[src/include/ruche_row_settings.svh]
// Build settings for the ruche pod row.
// RUCHE_COL_W must hold every column index below RUCHE_NUM_PODS.
// RUCHE_HOP_W must hold the longest route, which is the local-only path.
// Pods are numbered from 0 at the west edge.

`ifndef RUCHE_ROW_SETTINGS_SVH
`define RUCHE_ROW_SETTINGS_SVH

// number of pod columns in the row
`define RUCHE_NUM_PODS 7

// columns skipped by one ruche hop
`define RUCHE_FACTOR 3

// entries in each pod input queue
`define RUCHE_QUEUE_DEPTH 2

// packet field widths
`define RUCHE_COL_W 3
`define RUCHE_HOP_W 4
`define RUCHE_PAYLOAD_W 16

`endif

[src/rtl/ruche_pkg.sv]
// Shared types for the ruche pod row.
// Field widths come from the settings header.

`default_nettype none

`include "ruche_row_settings.svh"

package ruche_pkg;

  // destination or source column of a packet
  typedef logic [`RUCHE_COL_W-1:0] col_t;

  // links traversed so far
  typedef logic [`RUCHE_HOP_W-1:0] hops_t;

  // user data, carried unchanged
  typedef logic [`RUCHE_PAYLOAD_W-1:0] payload_t;

  // four-phase handshake FSM
  typedef enum logic [1:0] {
    arb_idle,
    arb_wait_release
  } arb_state_e;

endpackage

`default_nettype wire

[src/rtl/ruche_inject.sv]
// West edge injector for the ruche pod row.
// Takes one packet per four-phase cycle; the destination must be below
// RUCHE_NUM_PODS. The hop count of a new packet is zero.
// Ack rises one cycle after pod 0 accepts the packet.

`timescale 1ns/1ps
`default_nettype none

`include "ruche_row_settings.svh"

module ruche_inject (
  input  logic                clk_i,
  input  logic                rst_i,
  input  logic                in_req_i,
  input  ruche_pkg::col_t     in_dest_i,
  input  ruche_pkg::payload_t in_payload_i,
  output logic                in_ack_o,
  output logic                out_valid_o,
  input  logic                out_ready_i,
  output ruche_pkg::col_t     out_dest_o,
  output ruche_pkg::hops_t    out_hops_o,
  output ruche_pkg::payload_t out_payload_o
);
  import ruche_pkg::*;

  arb_state_e state_q;
  logic       valid_q;
  logic       capture;
  col_t       dest_q;
  payload_t   payload_q;

  // new request seen while nothing is pending
  assign capture = (state_q == arb_idle) && !valid_q && in_req_i;

  always_ff @(posedge clk_i) begin
    if (rst_i) begin
      state_q <= arb_idle;
      valid_q <= 1'b0;
    end else begin
      case (state_q)
        arb_idle: begin
          if (valid_q) begin
            // pod 0 took it, ack on the next cycle
            if (out_ready_i) begin
              valid_q <= 1'b0;
              state_q <= arb_wait_release;
            end
          end else if (in_req_i) begin
            valid_q <= 1'b1;
          end
        end
        arb_wait_release: begin
          if (!in_req_i) begin
            state_q <= arb_idle;
          end
        end
        default: state_q <= arb_idle;
      endcase
    end
  end

  always_ff @(posedge clk_i) begin
    if (capture) begin
      dest_q    <= in_dest_i;
      payload_q <= in_payload_i;
    end
  end

  assign in_ack_o      = (state_q == arb_wait_release);
  assign out_valid_o   = valid_q;
  assign out_dest_o    = dest_q;
  assign out_hops_o    = '0;
  assign out_payload_o = payload_q;

  // only existing columns may be addressed
  a_dest_in_range: assert property (@(posedge clk_i) disable iff (rst_i)
    in_req_i |-> (int'(in_dest_i) < `RUCHE_NUM_PODS));

endmodule

`default_nettype wire

[src/rtl/ruche_pod.sv]
// One column node of the ruche row, eastbound traffic only.
// Local and ruche inputs each own a RUCHE_QUEUE_DEPTH entry queue.
// Destinations west of this column are not supported.
// A head stays granted until it leaves, so output valids hold.

`timescale 1ns/1ps
`default_nettype none

`include "ruche_row_settings.svh"

module ruche_pod #(
  parameter int pod_col_p = 0
) (
  input  logic                clk_i,
  input  logic                rst_i,
  input  logic                lw_valid_i,
  output logic                lw_ready_o,
  input  ruche_pkg::col_t     lw_dest_i,
  input  ruche_pkg::hops_t    lw_hops_i,
  input  ruche_pkg::payload_t lw_payload_i,
  input  logic                rw_valid_i,
  output logic                rw_ready_o,
  input  ruche_pkg::col_t     rw_dest_i,
  input  ruche_pkg::hops_t    rw_hops_i,
  input  ruche_pkg::payload_t rw_payload_i,
  output logic                le_valid_o,
  input  logic                le_ready_i,
  output ruche_pkg::col_t     le_dest_o,
  output ruche_pkg::hops_t    le_hops_o,
  output ruche_pkg::payload_t le_payload_o,
  output logic                re_valid_o,
  input  logic                re_ready_i,
  output ruche_pkg::col_t     re_dest_o,
  output ruche_pkg::hops_t    re_hops_o,
  output ruche_pkg::payload_t re_payload_o,
  output logic                ej_valid_o,
  input  logic                ej_ready_i,
  output ruche_pkg::hops_t    ej_hops_o,
  output ruche_pkg::payload_t ej_payload_o
);
  import ruche_pkg::*;

  localparam int depth_lp = `RUCHE_QUEUE_DEPTH;
  localparam int ptr_w_lp = (depth_lp > 1) ? $clog2(depth_lp) : 1;
  localparam int cnt_w_lp = $clog2(depth_lp + 1);

  // queue 0 is local west and queue 1 is ruche west
  logic [1:0]          in_valid;
  logic [1:0]          in_ready;
  logic [1:0]          push;
  logic [1:0]          pop;
  logic [1:0]          nonempty;
  col_t                in_dest [2];
  hops_t               in_hops [2];
  payload_t            in_payload [2];
  col_t                q_dest [2][depth_lp];
  hops_t               q_hops [2][depth_lp];
  payload_t            q_payload [2][depth_lp];
  logic [ptr_w_lp-1:0] wr_ptr_q [2];
  logic [ptr_w_lp-1:0] rd_ptr_q [2];
  logic [cnt_w_lp-1:0] count_q [2];

  logic     rr_q;
  logic     lock_q;
  logic     grant_q;
  logic     sel;
  logic     head_valid;
  col_t     head_dest;
  hops_t    head_hops;
  hops_t    fwd_hops;
  payload_t head_payload;
  logic     to_ej;
  logic     to_re;
  logic     to_le;
  logic     out_ready;
  logic     fire;

  function automatic logic [ptr_w_lp-1:0] next_ptr(input logic [ptr_w_lp-1:0] p);
    if (int'(p) == depth_lp - 1) begin
      return '0;
    end
    return p + 1'b1;
  endfunction

  assign in_valid      = {rw_valid_i, lw_valid_i};
  assign in_dest[0]    = lw_dest_i;
  assign in_dest[1]    = rw_dest_i;
  assign in_hops[0]    = lw_hops_i;
  assign in_hops[1]    = rw_hops_i;
  assign in_payload[0] = lw_payload_i;
  assign in_payload[1] = rw_payload_i;
  assign lw_ready_o    = in_ready[0];
  assign rw_ready_o    = in_ready[1];

  always_comb begin
    for (int i = 0; i < 2; i++) begin
      in_ready[i] = (int'(count_q[i]) < depth_lp);
      nonempty[i] = (count_q[i] != '0);
    end
  end

  assign push = in_valid & in_ready;
  assign pop  = {fire & sel, fire & !sel};

  always_ff @(posedge clk_i) begin
    if (rst_i) begin
      for (int i = 0; i < 2; i++) begin
        wr_ptr_q[i] <= '0;
        rd_ptr_q[i] <= '0;
        count_q[i]  <= '0;
      end
    end else begin
      for (int i = 0; i < 2; i++) begin
        if (push[i]) begin
          wr_ptr_q[i] <= next_ptr(wr_ptr_q[i]);
        end
        if (pop[i]) begin
          rd_ptr_q[i] <= next_ptr(rd_ptr_q[i]);
        end
        if (push[i] && !pop[i]) begin
          count_q[i] <= count_q[i] + 1'b1;
        end else if (pop[i] && !push[i]) begin
          count_q[i] <= count_q[i] - 1'b1;
        end
      end
    end
  end

  always_ff @(posedge clk_i) begin
    for (int i = 0; i < 2; i++) begin
      if (push[i]) begin
        q_dest[i][wr_ptr_q[i]]    <= in_dest[i];
        q_hops[i][wr_ptr_q[i]]    <= in_hops[i];
        q_payload[i][wr_ptr_q[i]] <= in_payload[i];
      end
    end
  end

  // round robin held while the winner waits on its output
  always_comb begin
    if (lock_q) begin
      sel = grant_q;
    end else if (nonempty[rr_q]) begin
      sel = rr_q;
    end else begin
      sel = !rr_q;
    end
  end

  assign head_valid   = nonempty[sel];
  assign head_dest    = q_dest[sel][rd_ptr_q[sel]];
  assign head_hops    = q_hops[sel][rd_ptr_q[sel]];
  assign head_payload = q_payload[sel][rd_ptr_q[sel]];

  // route choice
  assign to_ej     = (int'(head_dest) == pod_col_p);
  assign to_re     = !to_ej && (int'(head_dest) - pod_col_p >= `RUCHE_FACTOR);
  assign to_le     = !to_ej && !to_re;
  assign out_ready = (to_ej & ej_ready_i) | (to_re & re_ready_i) | (to_le & le_ready_i);
  assign fire      = head_valid & out_ready;

  always_ff @(posedge clk_i) begin
    if (rst_i) begin
      rr_q    <= 1'b0;
      lock_q  <= 1'b0;
      grant_q <= 1'b0;
    end else if (fire) begin
      lock_q <= 1'b0;
      rr_q   <= !sel;
    end else if (head_valid) begin
      lock_q  <= 1'b1;
      grant_q <= sel;
    end
  end

  assign fwd_hops = head_hops + 1'b1;

  assign le_valid_o   = head_valid & to_le;
  assign le_dest_o    = head_dest;
  assign le_hops_o    = fwd_hops;
  assign le_payload_o = head_payload;

  assign re_valid_o   = head_valid & to_re;
  assign re_dest_o    = head_dest;
  assign re_hops_o    = fwd_hops;
  assign re_payload_o = head_payload;

  // ejected packet keeps its count
  assign ej_valid_o   = head_valid & to_ej;
  assign ej_hops_o    = head_hops;
  assign ej_payload_o = head_payload;

  // a ruche hop must land inside the row
  a_ruche_in_row: assert property (@(posedge clk_i) disable iff (rst_i)
    re_valid_o |-> (pod_col_p + `RUCHE_FACTOR <= `RUCHE_NUM_PODS - 1));

  // a packet refused by a full queue stays offered unchanged
  for (genvar i = 0; i < 2; i++) begin : g_q_check
    a_no_overflow: assert property (@(posedge clk_i) disable iff (rst_i)
      (in_valid[i] && !in_ready[i])
        |=> (in_valid[i] && $stable({in_dest[i], in_hops[i], in_payload[i]})));
  end

endmodule

`default_nettype wire

[src/rtl/ruche_eject.sv]
// Ejection collector for the ruche pod row.
// One packet is held at a time; pods wait while the output port is busy.
// out_col_o is the index of the pod that ejected the packet.
// Req rises again only after ack has been seen low.

`timescale 1ns/1ps
`default_nettype none

`include "ruche_row_settings.svh"

module ruche_eject (
  input  logic                                         clk_i,
  input  logic                                         rst_i,
  input  logic                [`RUCHE_NUM_PODS-1:0]    ej_valid_i,
  output logic                [`RUCHE_NUM_PODS-1:0]    ej_ready_o,
  input  ruche_pkg::hops_t    [`RUCHE_NUM_PODS-1:0]    ej_hops_i,
  input  ruche_pkg::payload_t [`RUCHE_NUM_PODS-1:0]    ej_payload_i,
  output logic                                         out_req_o,
  input  logic                                         out_ack_i,
  output ruche_pkg::col_t                              out_col_o,
  output ruche_pkg::hops_t                             out_hops_o,
  output ruche_pkg::payload_t                          out_payload_o
);
  import ruche_pkg::*;

  localparam int pods_lp = `RUCHE_NUM_PODS;

  arb_state_e state_q;
  logic       req_q;
  col_t       rr_q;
  col_t       pick;
  logic       pick_valid;
  logic       accept;
  col_t       col_q;
  hops_t      hops_q;
  payload_t   payload_q;

  // first valid pod at or after the pointer
  always_comb begin
    int idx;
    pick       = rr_q;
    pick_valid = 1'b0;
    for (int k = pods_lp - 1; k >= 0; k--) begin
      idx = (int'(rr_q) + k) % pods_lp;
      if (ej_valid_i[idx]) begin
        pick       = col_t'(idx);
        pick_valid = 1'b1;
      end
    end
  end

  assign accept = (state_q == arb_idle) && !req_q && pick_valid;

  always_comb begin
    ej_ready_o = '0;
    if (accept) begin
      ej_ready_o[pick] = 1'b1;
    end
  end

  always_ff @(posedge clk_i) begin
    if (rst_i) begin
      state_q <= arb_idle;
      req_q   <= 1'b0;
      rr_q    <= '0;
    end else begin
      case (state_q)
        arb_idle: begin
          if (req_q) begin
            if (out_ack_i) begin
              req_q   <= 1'b0;
              state_q <= arb_wait_release;
            end
          end else if (pick_valid) begin
            req_q <= 1'b1;
            rr_q  <= (int'(pick) == pods_lp - 1) ? '0 : pick + 1'b1;
          end
        end
        arb_wait_release: begin
          if (!out_ack_i) begin
            state_q <= arb_idle;
          end
        end
        default: state_q <= arb_idle;
      endcase
    end
  end

  always_ff @(posedge clk_i) begin
    if (accept) begin
      col_q     <= pick;
      hops_q    <= ej_hops_i[pick];
      payload_q <= ej_payload_i[pick];
    end
  end

  assign out_req_o     = req_q;
  assign out_col_o     = col_q;
  assign out_hops_o    = hops_q;
  assign out_payload_o = payload_q;

  // an ejection offer holds until the collector takes it
  for (genvar k = 0; k < pods_lp; k++) begin : g_ej_check
    a_ej_held: assert property (@(posedge clk_i) disable iff (rst_i)
      (ej_valid_i[k] && !ej_ready_o[k])
        |=> (ej_valid_i[k] && $stable({ej_hops_i[k], ej_payload_i[k]})));
  end

endmodule

`default_nettype wire

[src/rtl/ruche_row.sv]
// Top level of the ruche pod row, eastbound only.
// Ruche inputs of the first RUCHE_FACTOR pods are tied idle.
// The last pod's local east output and ruche outputs past the row edge
// are not consumed; no destination lies beyond them.

`timescale 1ns/1ps
`default_nettype none

`include "ruche_row_settings.svh"

module ruche_row (
  input  logic                clk_i,
  input  logic                rst_i,
  input  logic                in_req_i,
  output logic                in_ack_o,
  input  ruche_pkg::col_t     in_dest_i,
  input  ruche_pkg::payload_t in_payload_i,
  output logic                out_req_o,
  input  logic                out_ack_i,
  output ruche_pkg::col_t     out_col_o,
  output ruche_pkg::hops_t    out_hops_o,
  output ruche_pkg::payload_t out_payload_o
);
  import ruche_pkg::*;

  localparam int pods_lp  = `RUCHE_NUM_PODS;
  localparam int ruche_lp = `RUCHE_FACTOR;

  // local links, entry x feeds pod x
  logic     [pods_lp:0]   lk_valid;
  logic     [pods_lp:0]   lk_ready;
  col_t     [pods_lp:0]   lk_dest;
  hops_t    [pods_lp:0]   lk_hops;
  payload_t [pods_lp:0]   lk_payload;

  // ruche inputs by receiving pod
  logic     [pods_lp-1:0] rw_valid;
  logic     [pods_lp-1:0] rw_ready;
  col_t     [pods_lp-1:0] rw_dest;
  hops_t    [pods_lp-1:0] rw_hops;
  payload_t [pods_lp-1:0] rw_payload;

  // ruche outputs by sending pod
  logic     [pods_lp-1:0] re_valid;
  logic     [pods_lp-1:0] re_ready;
  col_t     [pods_lp-1:0] re_dest;
  hops_t    [pods_lp-1:0] re_hops;
  payload_t [pods_lp-1:0] re_payload;

  logic     [pods_lp-1:0] ej_valid;
  logic     [pods_lp-1:0] ej_ready;
  hops_t    [pods_lp-1:0] ej_hops;
  payload_t [pods_lp-1:0] ej_payload;

  ruche_inject inject_i (
    .clk_i        (clk_i),
    .rst_i        (rst_i),
    .in_req_i     (in_req_i),
    .in_dest_i    (in_dest_i),
    .in_payload_i (in_payload_i),
    .in_ack_o     (in_ack_o),
    .out_valid_o  (lk_valid[0]),
    .out_ready_i  (lk_ready[0]),
    .out_dest_o   (lk_dest[0]),
    .out_hops_o   (lk_hops[0]),
    .out_payload_o(lk_payload[0])
  );

  for (genvar x = 0; x < pods_lp; x++) begin : g_pod
    ruche_pod #(
      .pod_col_p(x)
    ) pod_i (
      .clk_i       (clk_i),
      .rst_i       (rst_i),
      .lw_valid_i  (lk_valid[x]),
      .lw_ready_o  (lk_ready[x]),
      .lw_dest_i   (lk_dest[x]),
      .lw_hops_i   (lk_hops[x]),
      .lw_payload_i(lk_payload[x]),
      .rw_valid_i  (rw_valid[x]),
      .rw_ready_o  (rw_ready[x]),
      .rw_dest_i   (rw_dest[x]),
      .rw_hops_i   (rw_hops[x]),
      .rw_payload_i(rw_payload[x]),
      .le_valid_o  (lk_valid[x+1]),
      .le_ready_i  (lk_ready[x+1]),
      .le_dest_o   (lk_dest[x+1]),
      .le_hops_o   (lk_hops[x+1]),
      .le_payload_o(lk_payload[x+1]),
      .re_valid_o  (re_valid[x]),
      .re_ready_i  (re_ready[x]),
      .re_dest_o   (re_dest[x]),
      .re_hops_o   (re_hops[x]),
      .re_payload_o(re_payload[x]),
      .ej_valid_o  (ej_valid[x]),
      .ej_ready_i  (ej_ready[x]),
      .ej_hops_o   (ej_hops[x]),
      .ej_payload_o(ej_payload[x])
    );

    if (x < ruche_lp) begin : g_rw_tie
      // west edge, nothing arrives by ruche
      assign rw_valid[x]   = 1'b0;
      assign rw_dest[x]    = '0;
      assign rw_hops[x]    = '0;
      assign rw_payload[x] = '0;
    end else begin : g_rw_link
      assign rw_valid[x]   = re_valid[x-ruche_lp];
      assign rw_dest[x]    = re_dest[x-ruche_lp];
      assign rw_hops[x]    = re_hops[x-ruche_lp];
      assign rw_payload[x] = re_payload[x-ruche_lp];
    end

    if (x + ruche_lp < pods_lp) begin : g_re_link
      assign re_ready[x] = rw_ready[x+ruche_lp];
    end else begin : g_re_edge
      assign re_ready[x] = 1'b0;
    end
  end

  // east edge of the local chain
  assign lk_ready[pods_lp] = 1'b0;

  ruche_eject eject_i (
    .clk_i        (clk_i),
    .rst_i        (rst_i),
    .ej_valid_i   (ej_valid),
    .ej_ready_o   (ej_ready),
    .ej_hops_i    (ej_hops),
    .ej_payload_i (ej_payload),
    .out_req_o    (out_req_o),
    .out_ack_i    (out_ack_i),
    .out_col_o    (out_col_o),
    .out_hops_o   (out_hops_o),
    .out_payload_o(out_payload_o)
  );

endmodule

`default_nettype wire

[config.mk]
export PLATFORM = sky130hd
export DESIGN_NAME = ruche_row
export DESIGN_NICKNAME = d
export VERILOG_FILES = /design/src/rtl/ruche_pkg.sv /design/src/rtl/ruche_inject.sv /design/src/rtl/ruche_pod.sv /design/src/rtl/ruche_eject.sv /design/src/rtl/ruche_row.sv
export VERILOG_INCLUDE_DIRS = /design/src /design/src/include
export SDC_FILE = /design/constraint.sdc
export NUM_CORES = 1
export LEC_CHECK = 0
export ABC_AREA = 1
export BUFFER_PORTS_ARGS = -buffer_cell sky130_fd_sc_hd__buf_2
export CAP_MARGIN = 10
export CORE_ASPECT_RATIO = 1.75
export CORE_UTILIZATION = 30
export CTS_CLUSTER_DIAMETER = 120
export DETAILED_ROUTE_END_ITERATION = 10
export GPL_TIMING_DRIVEN = 0
export PLACE_DENSITY_LB_ADDON = 0.25
export SYNTH_ARGS = -nofsm -noshare
export SYNTH_HDL_FRONTEND = slang
export SYNTH_SLANG_ARGS = --single-unit
[constraint.sdc]
create_clock -name clk_i -period 6.2 [get_ports clk_i]
set_input_delay 1.24 -clock clk_i [delete_from_list [all_inputs] [get_ports clk_i]]
set_output_delay 1.24 -clock clk_i [all_outputs]
set_load 0.02 [all_outputs]
==> metrics.md <==
| Metric | Value |
|---|---|
| Status | `finished, final reports clean` |
| Routed wire length per instance | `~18 um` |
| Total number of nets in the final design | `between 2000 and 3000` |
| Synth top area share | `between 60% and 70%` |
| Class of the most critical hold timing path | `reg -> reg` |
| Crit-path slowest cell | `edfxtp_1` |
| X dimension of the die | `between 200 and 250 um` |
| Initial standard-cell utilization of the core | `between 30% and 40%` |
| Final weighted congestion in routability-driven placement | `0.8194` |
| Top Family by Delay on Critical Path | `simple AND/OR/NAND/NOR gates` |
| Worst Reg2Reg Path Length in Cells | `36` |
| Tightest slew margin relative to the limit | `between 30% and 40%` |
| Register area | `approximately 18000 um^2` |
| Post-route DRC violation count | `0` |
| Number of sinks handled by clock tree synthesis | `slightly below 600` |
| Routed via count | `18190` |
| Flip-flop cell with the highest count after synthesis | `edfxtp_1` |
| Worst-Skew Late Latency | `approximately 630 ps` |
| Cell types occupying the most area after synthesis | `edfxtp_1 (62%), nand2_1 (8.7%), inv_1 (3.8%), nand3_1 (3.5%), o21ai_0 (3.4%)` |
| Fin Hold WS | `431.0 ps` |
| Data required time at the worst endpoint | `between 6000 and 7000 ps` |
| Worst setup skew after layout | `about 34 ps` |
| Maximum single-stage delay on the critical path | `410 ps` |
| FP Rows | `approximately 150` |
| H-tree depth | `2` |
| Diodes inserted | `0` |
| Type of the setup path with the least slack | `reg -> reg` |
| Final non-filler cell area | `roughly 31000 um^2` |
| Vias in the first global route | `18530` |
| Final cycle utilization of the critical path | `about 90%` |
| Number of synthesized register bits | `597` |
| Post-Syn Instances | `between 2000 and 3000` |
| Library cell used as clock root buffer | `clkbuf_16` |
| Slew @ Worst Pin | `roughly 1000 ps` |
| EDFF count, synth | `565` |
| Most repeated library cell on the critical path | `nand2_1` |
| Crit path buf inv count | `8` |
| Total negative slack | `0 ps` |
| Number of cells on the critical path | `36` |
| Fraction of the yosys area taken by sequential cells | `64.32%` |
| Cell depth of the worst min-delay path | `2` |
| Detailed-route vias per instance | `~4.6` |
| First-pass iteration count of the detailed router | `8` |
| Half-perimeter wire length of the detailed placement result | `around 57000 um` |
| Setup repair after global routing missed its margin | `no` |
| Clock-pin transition on the worst setup and hold timing paths | `70 ps` |
| Most common library cell in the layout ignoring fill and taps | `nand2_1` |
| Hold violation count in the final report | `0` |
| Fillers | `between 9000 and 10000` |
| Crit path capture type | `flip-flop` |
| Cell area reported after detailed placement | `slightly below 30000 um^2` |
| Library cells used by synthesis | `55` |
| Maximum clock path buffer count | `3` |
| Die height | `between 400 and 500 um` |
| Share of synthesized flip-flops with an asynchronous set or reset | `0%` |
| FMAX | `179.0 MHz` |
| Yosys Warn Count | `0` |
| Crit path launch type | `flip-flop` |
| Post-synthesis cell area | `27370 um^2` |
| Overall fraction of global-route tracks in use | `~16%` |
| Core area | `between 90000 and 100000 um^2` |
| IO Pins | `48` |
| Count of input and output buffers | `47` |
| TritonCTS clock tree | `done` |
| Total area of multi-input combinational cells | `8304 um^2` |
| Total of endpoints with negative setup slack in the final report | `0` |
| Count of max-cap constraint violations | `0` |
| Net count after synthesis | `approximately 2700` |
| Final max-slew violation count | `0` |
| Remaining number of nets flagged by the antenna check after routing | `0` |
| Number of antenna violations at the first check in global routing | `0` |
| Cell taking the most area after synthesis | `edfxtp_1` |
| Synthesized area per cell | `around 10 um^2` |
| Grt total ovfl | `0` |
| Wire length after detailed routing | `around 73000 um` |
| Time the worst path needs with I/O delays and setup | `between 5000 and 6000 ps` |
| Clock buffers created by TritonCTS | `between 50 and 60` |
| Share of cells above drive strength 1 | `12.09%` |
| Biggest fanout along the worst timing path | `10` |
| Data arrival time of the critical path | `around 6000 ps` |
| Area enclosed by the die boundary | `around 90000 um^2` |
| Signed area change from the synthesized netlist to the final layout | `14.02%` |
| First-pass GRT wire length | `~110000 um` |
| Initial DRC Count | `~1200` |
| Most used cells in the layout excluding fill and tap cells | `nand2_1 (633), edfxtp_1 (565), inv_1 (279)` |
| Pin count of the biggest net entering global routing | `33` |
[tightest hold or removal path, stage by stage, from the launching register on]
cell	delay, ps
dfxtp_1	310
inv_1	40
o21ai_0	50
[per-layer routing]
metal | track usage, % | vias up | share of wire, %
met5 | 0 | - | 0
met4 | 5.705 | 0 | 3.2
met3 | 1.719 | 108 | 3.2
met2 | 31.61 | 329 | 56
met1 | 16.32 | 8622 | 37
li1 | - | 9132 | -
[repair_timing]
| action | CTS | global route |
|---|---|---|
| gates resized for setup | 0 | 9 |
| buffers inserted | 0 | 3 |
| endpoints found under the setup margin | 0 | 70 |
| hold buffers | 0 | 0 |
[cells in the mapped netlist (9+ instances only)]
master / count
nand2_1: 633
edfxtp_1: 565
inv_1: 279
nor2_1: 204
nand3_1: 193
o21ai_0: 185
a21oi_1: 70
clkbuf_1: 54
ha_1: 38
dfxtp_1: 32
nand2_2: 30
mux2i_1: 29
o211ai_1: 29
or2_2: 24
xor2_1: 24
nor3_1: 19
inv_2: 18
buf_2: 16
a22oi_1: 14
nand4_1: 14
o21ai_1: 14
nand3_2: 11
nor2_2: 11
buf_1: 9
nand3b_1: 9
[through the flow]
| step | utilization [%] | cells | setup WS [ps] |
|---|---|---|---|
| final | 34.52 | 3963 | 614.9 |
| after global routing | 34.52 | 3963 | 7.086 |
| after CTS | 34.47 | 3960 | 74.87 |
| after detailed placement | 32.59 | 3862 | 70.13 |
| after global placement | 32.17 | 3843 | 104.6 |
| after floorplan | - | 2612 | 1669 |
[state kept, by name, indices dropped and copies added, names as in the netlist, 3 cells and up]
register                count
g_pod.pod_i.q_payload     352
g_pod.pod_i.q_dest         66
g_pod.pod_i.q_hops         56
g_pod.pod_i.count_q        28
eject_i.out_payload_o      16
inject_i.out_payload_o     16
g_pod.pod_i.rd_ptr_q       14
g_pod.pod_i.wr_ptr_q       11
g_pod.pod_i.grant_q         7
g_pod.pod_i.lock_q          7
g_pod.pod_i.rr_q            7
eject_i.out_hops_o          4
eject_i.out_col_o           3
eject_i.rr_q                3
inject_i.out_dest_o         3
[final timing paths]
kind,startpoint,slack [ps],endpoint
min reg2reg,g_pod[1].pod_i.q_hops[0][0],430,g_pod[1].pod_i.q_hops[0][0]
min,g_pod[1].pod_i.q_hops[0][0],430,g_pod[1].pod_i.q_hops[0][0]
max,g_pod[3].pod_i.count_q[1][1],610,eject_i.out_payload_o[8]
max reg2reg,g_pod[3].pod_i.count_q[1][1],610,eject_i.out_payload_o[8]
[cell type report]
type                       count  share of cell area (%)
timing repair buffer          69                   1.820
tap                         1184                   4.746
sequential                   597                   56.42
clock inverter                34                  0.9982
multi-input combinational   1625                   26.61
buffer                        90                   1.339
inverter                     300                   3.624
clock buffer                  64                   4.446
[logic make-up after synthesis]
group                    Yosys count  share of synthesized area, %
AND/OR/NAND/NOR                 1179                         19.04
flip-flops                       597                         64.32
buffers and inverters            390                         5.631
AO/OA/AOI/OAI                    344                         7.053
adder cells (fa/ha/maj)           38                         1.737
multiplexers                      33                         1.225
XOR/XNOR                          31                        0.9919
Power is not shown: default switching activity piles up to over one toggle a cycle in this logic, so the estimate is an artifact.
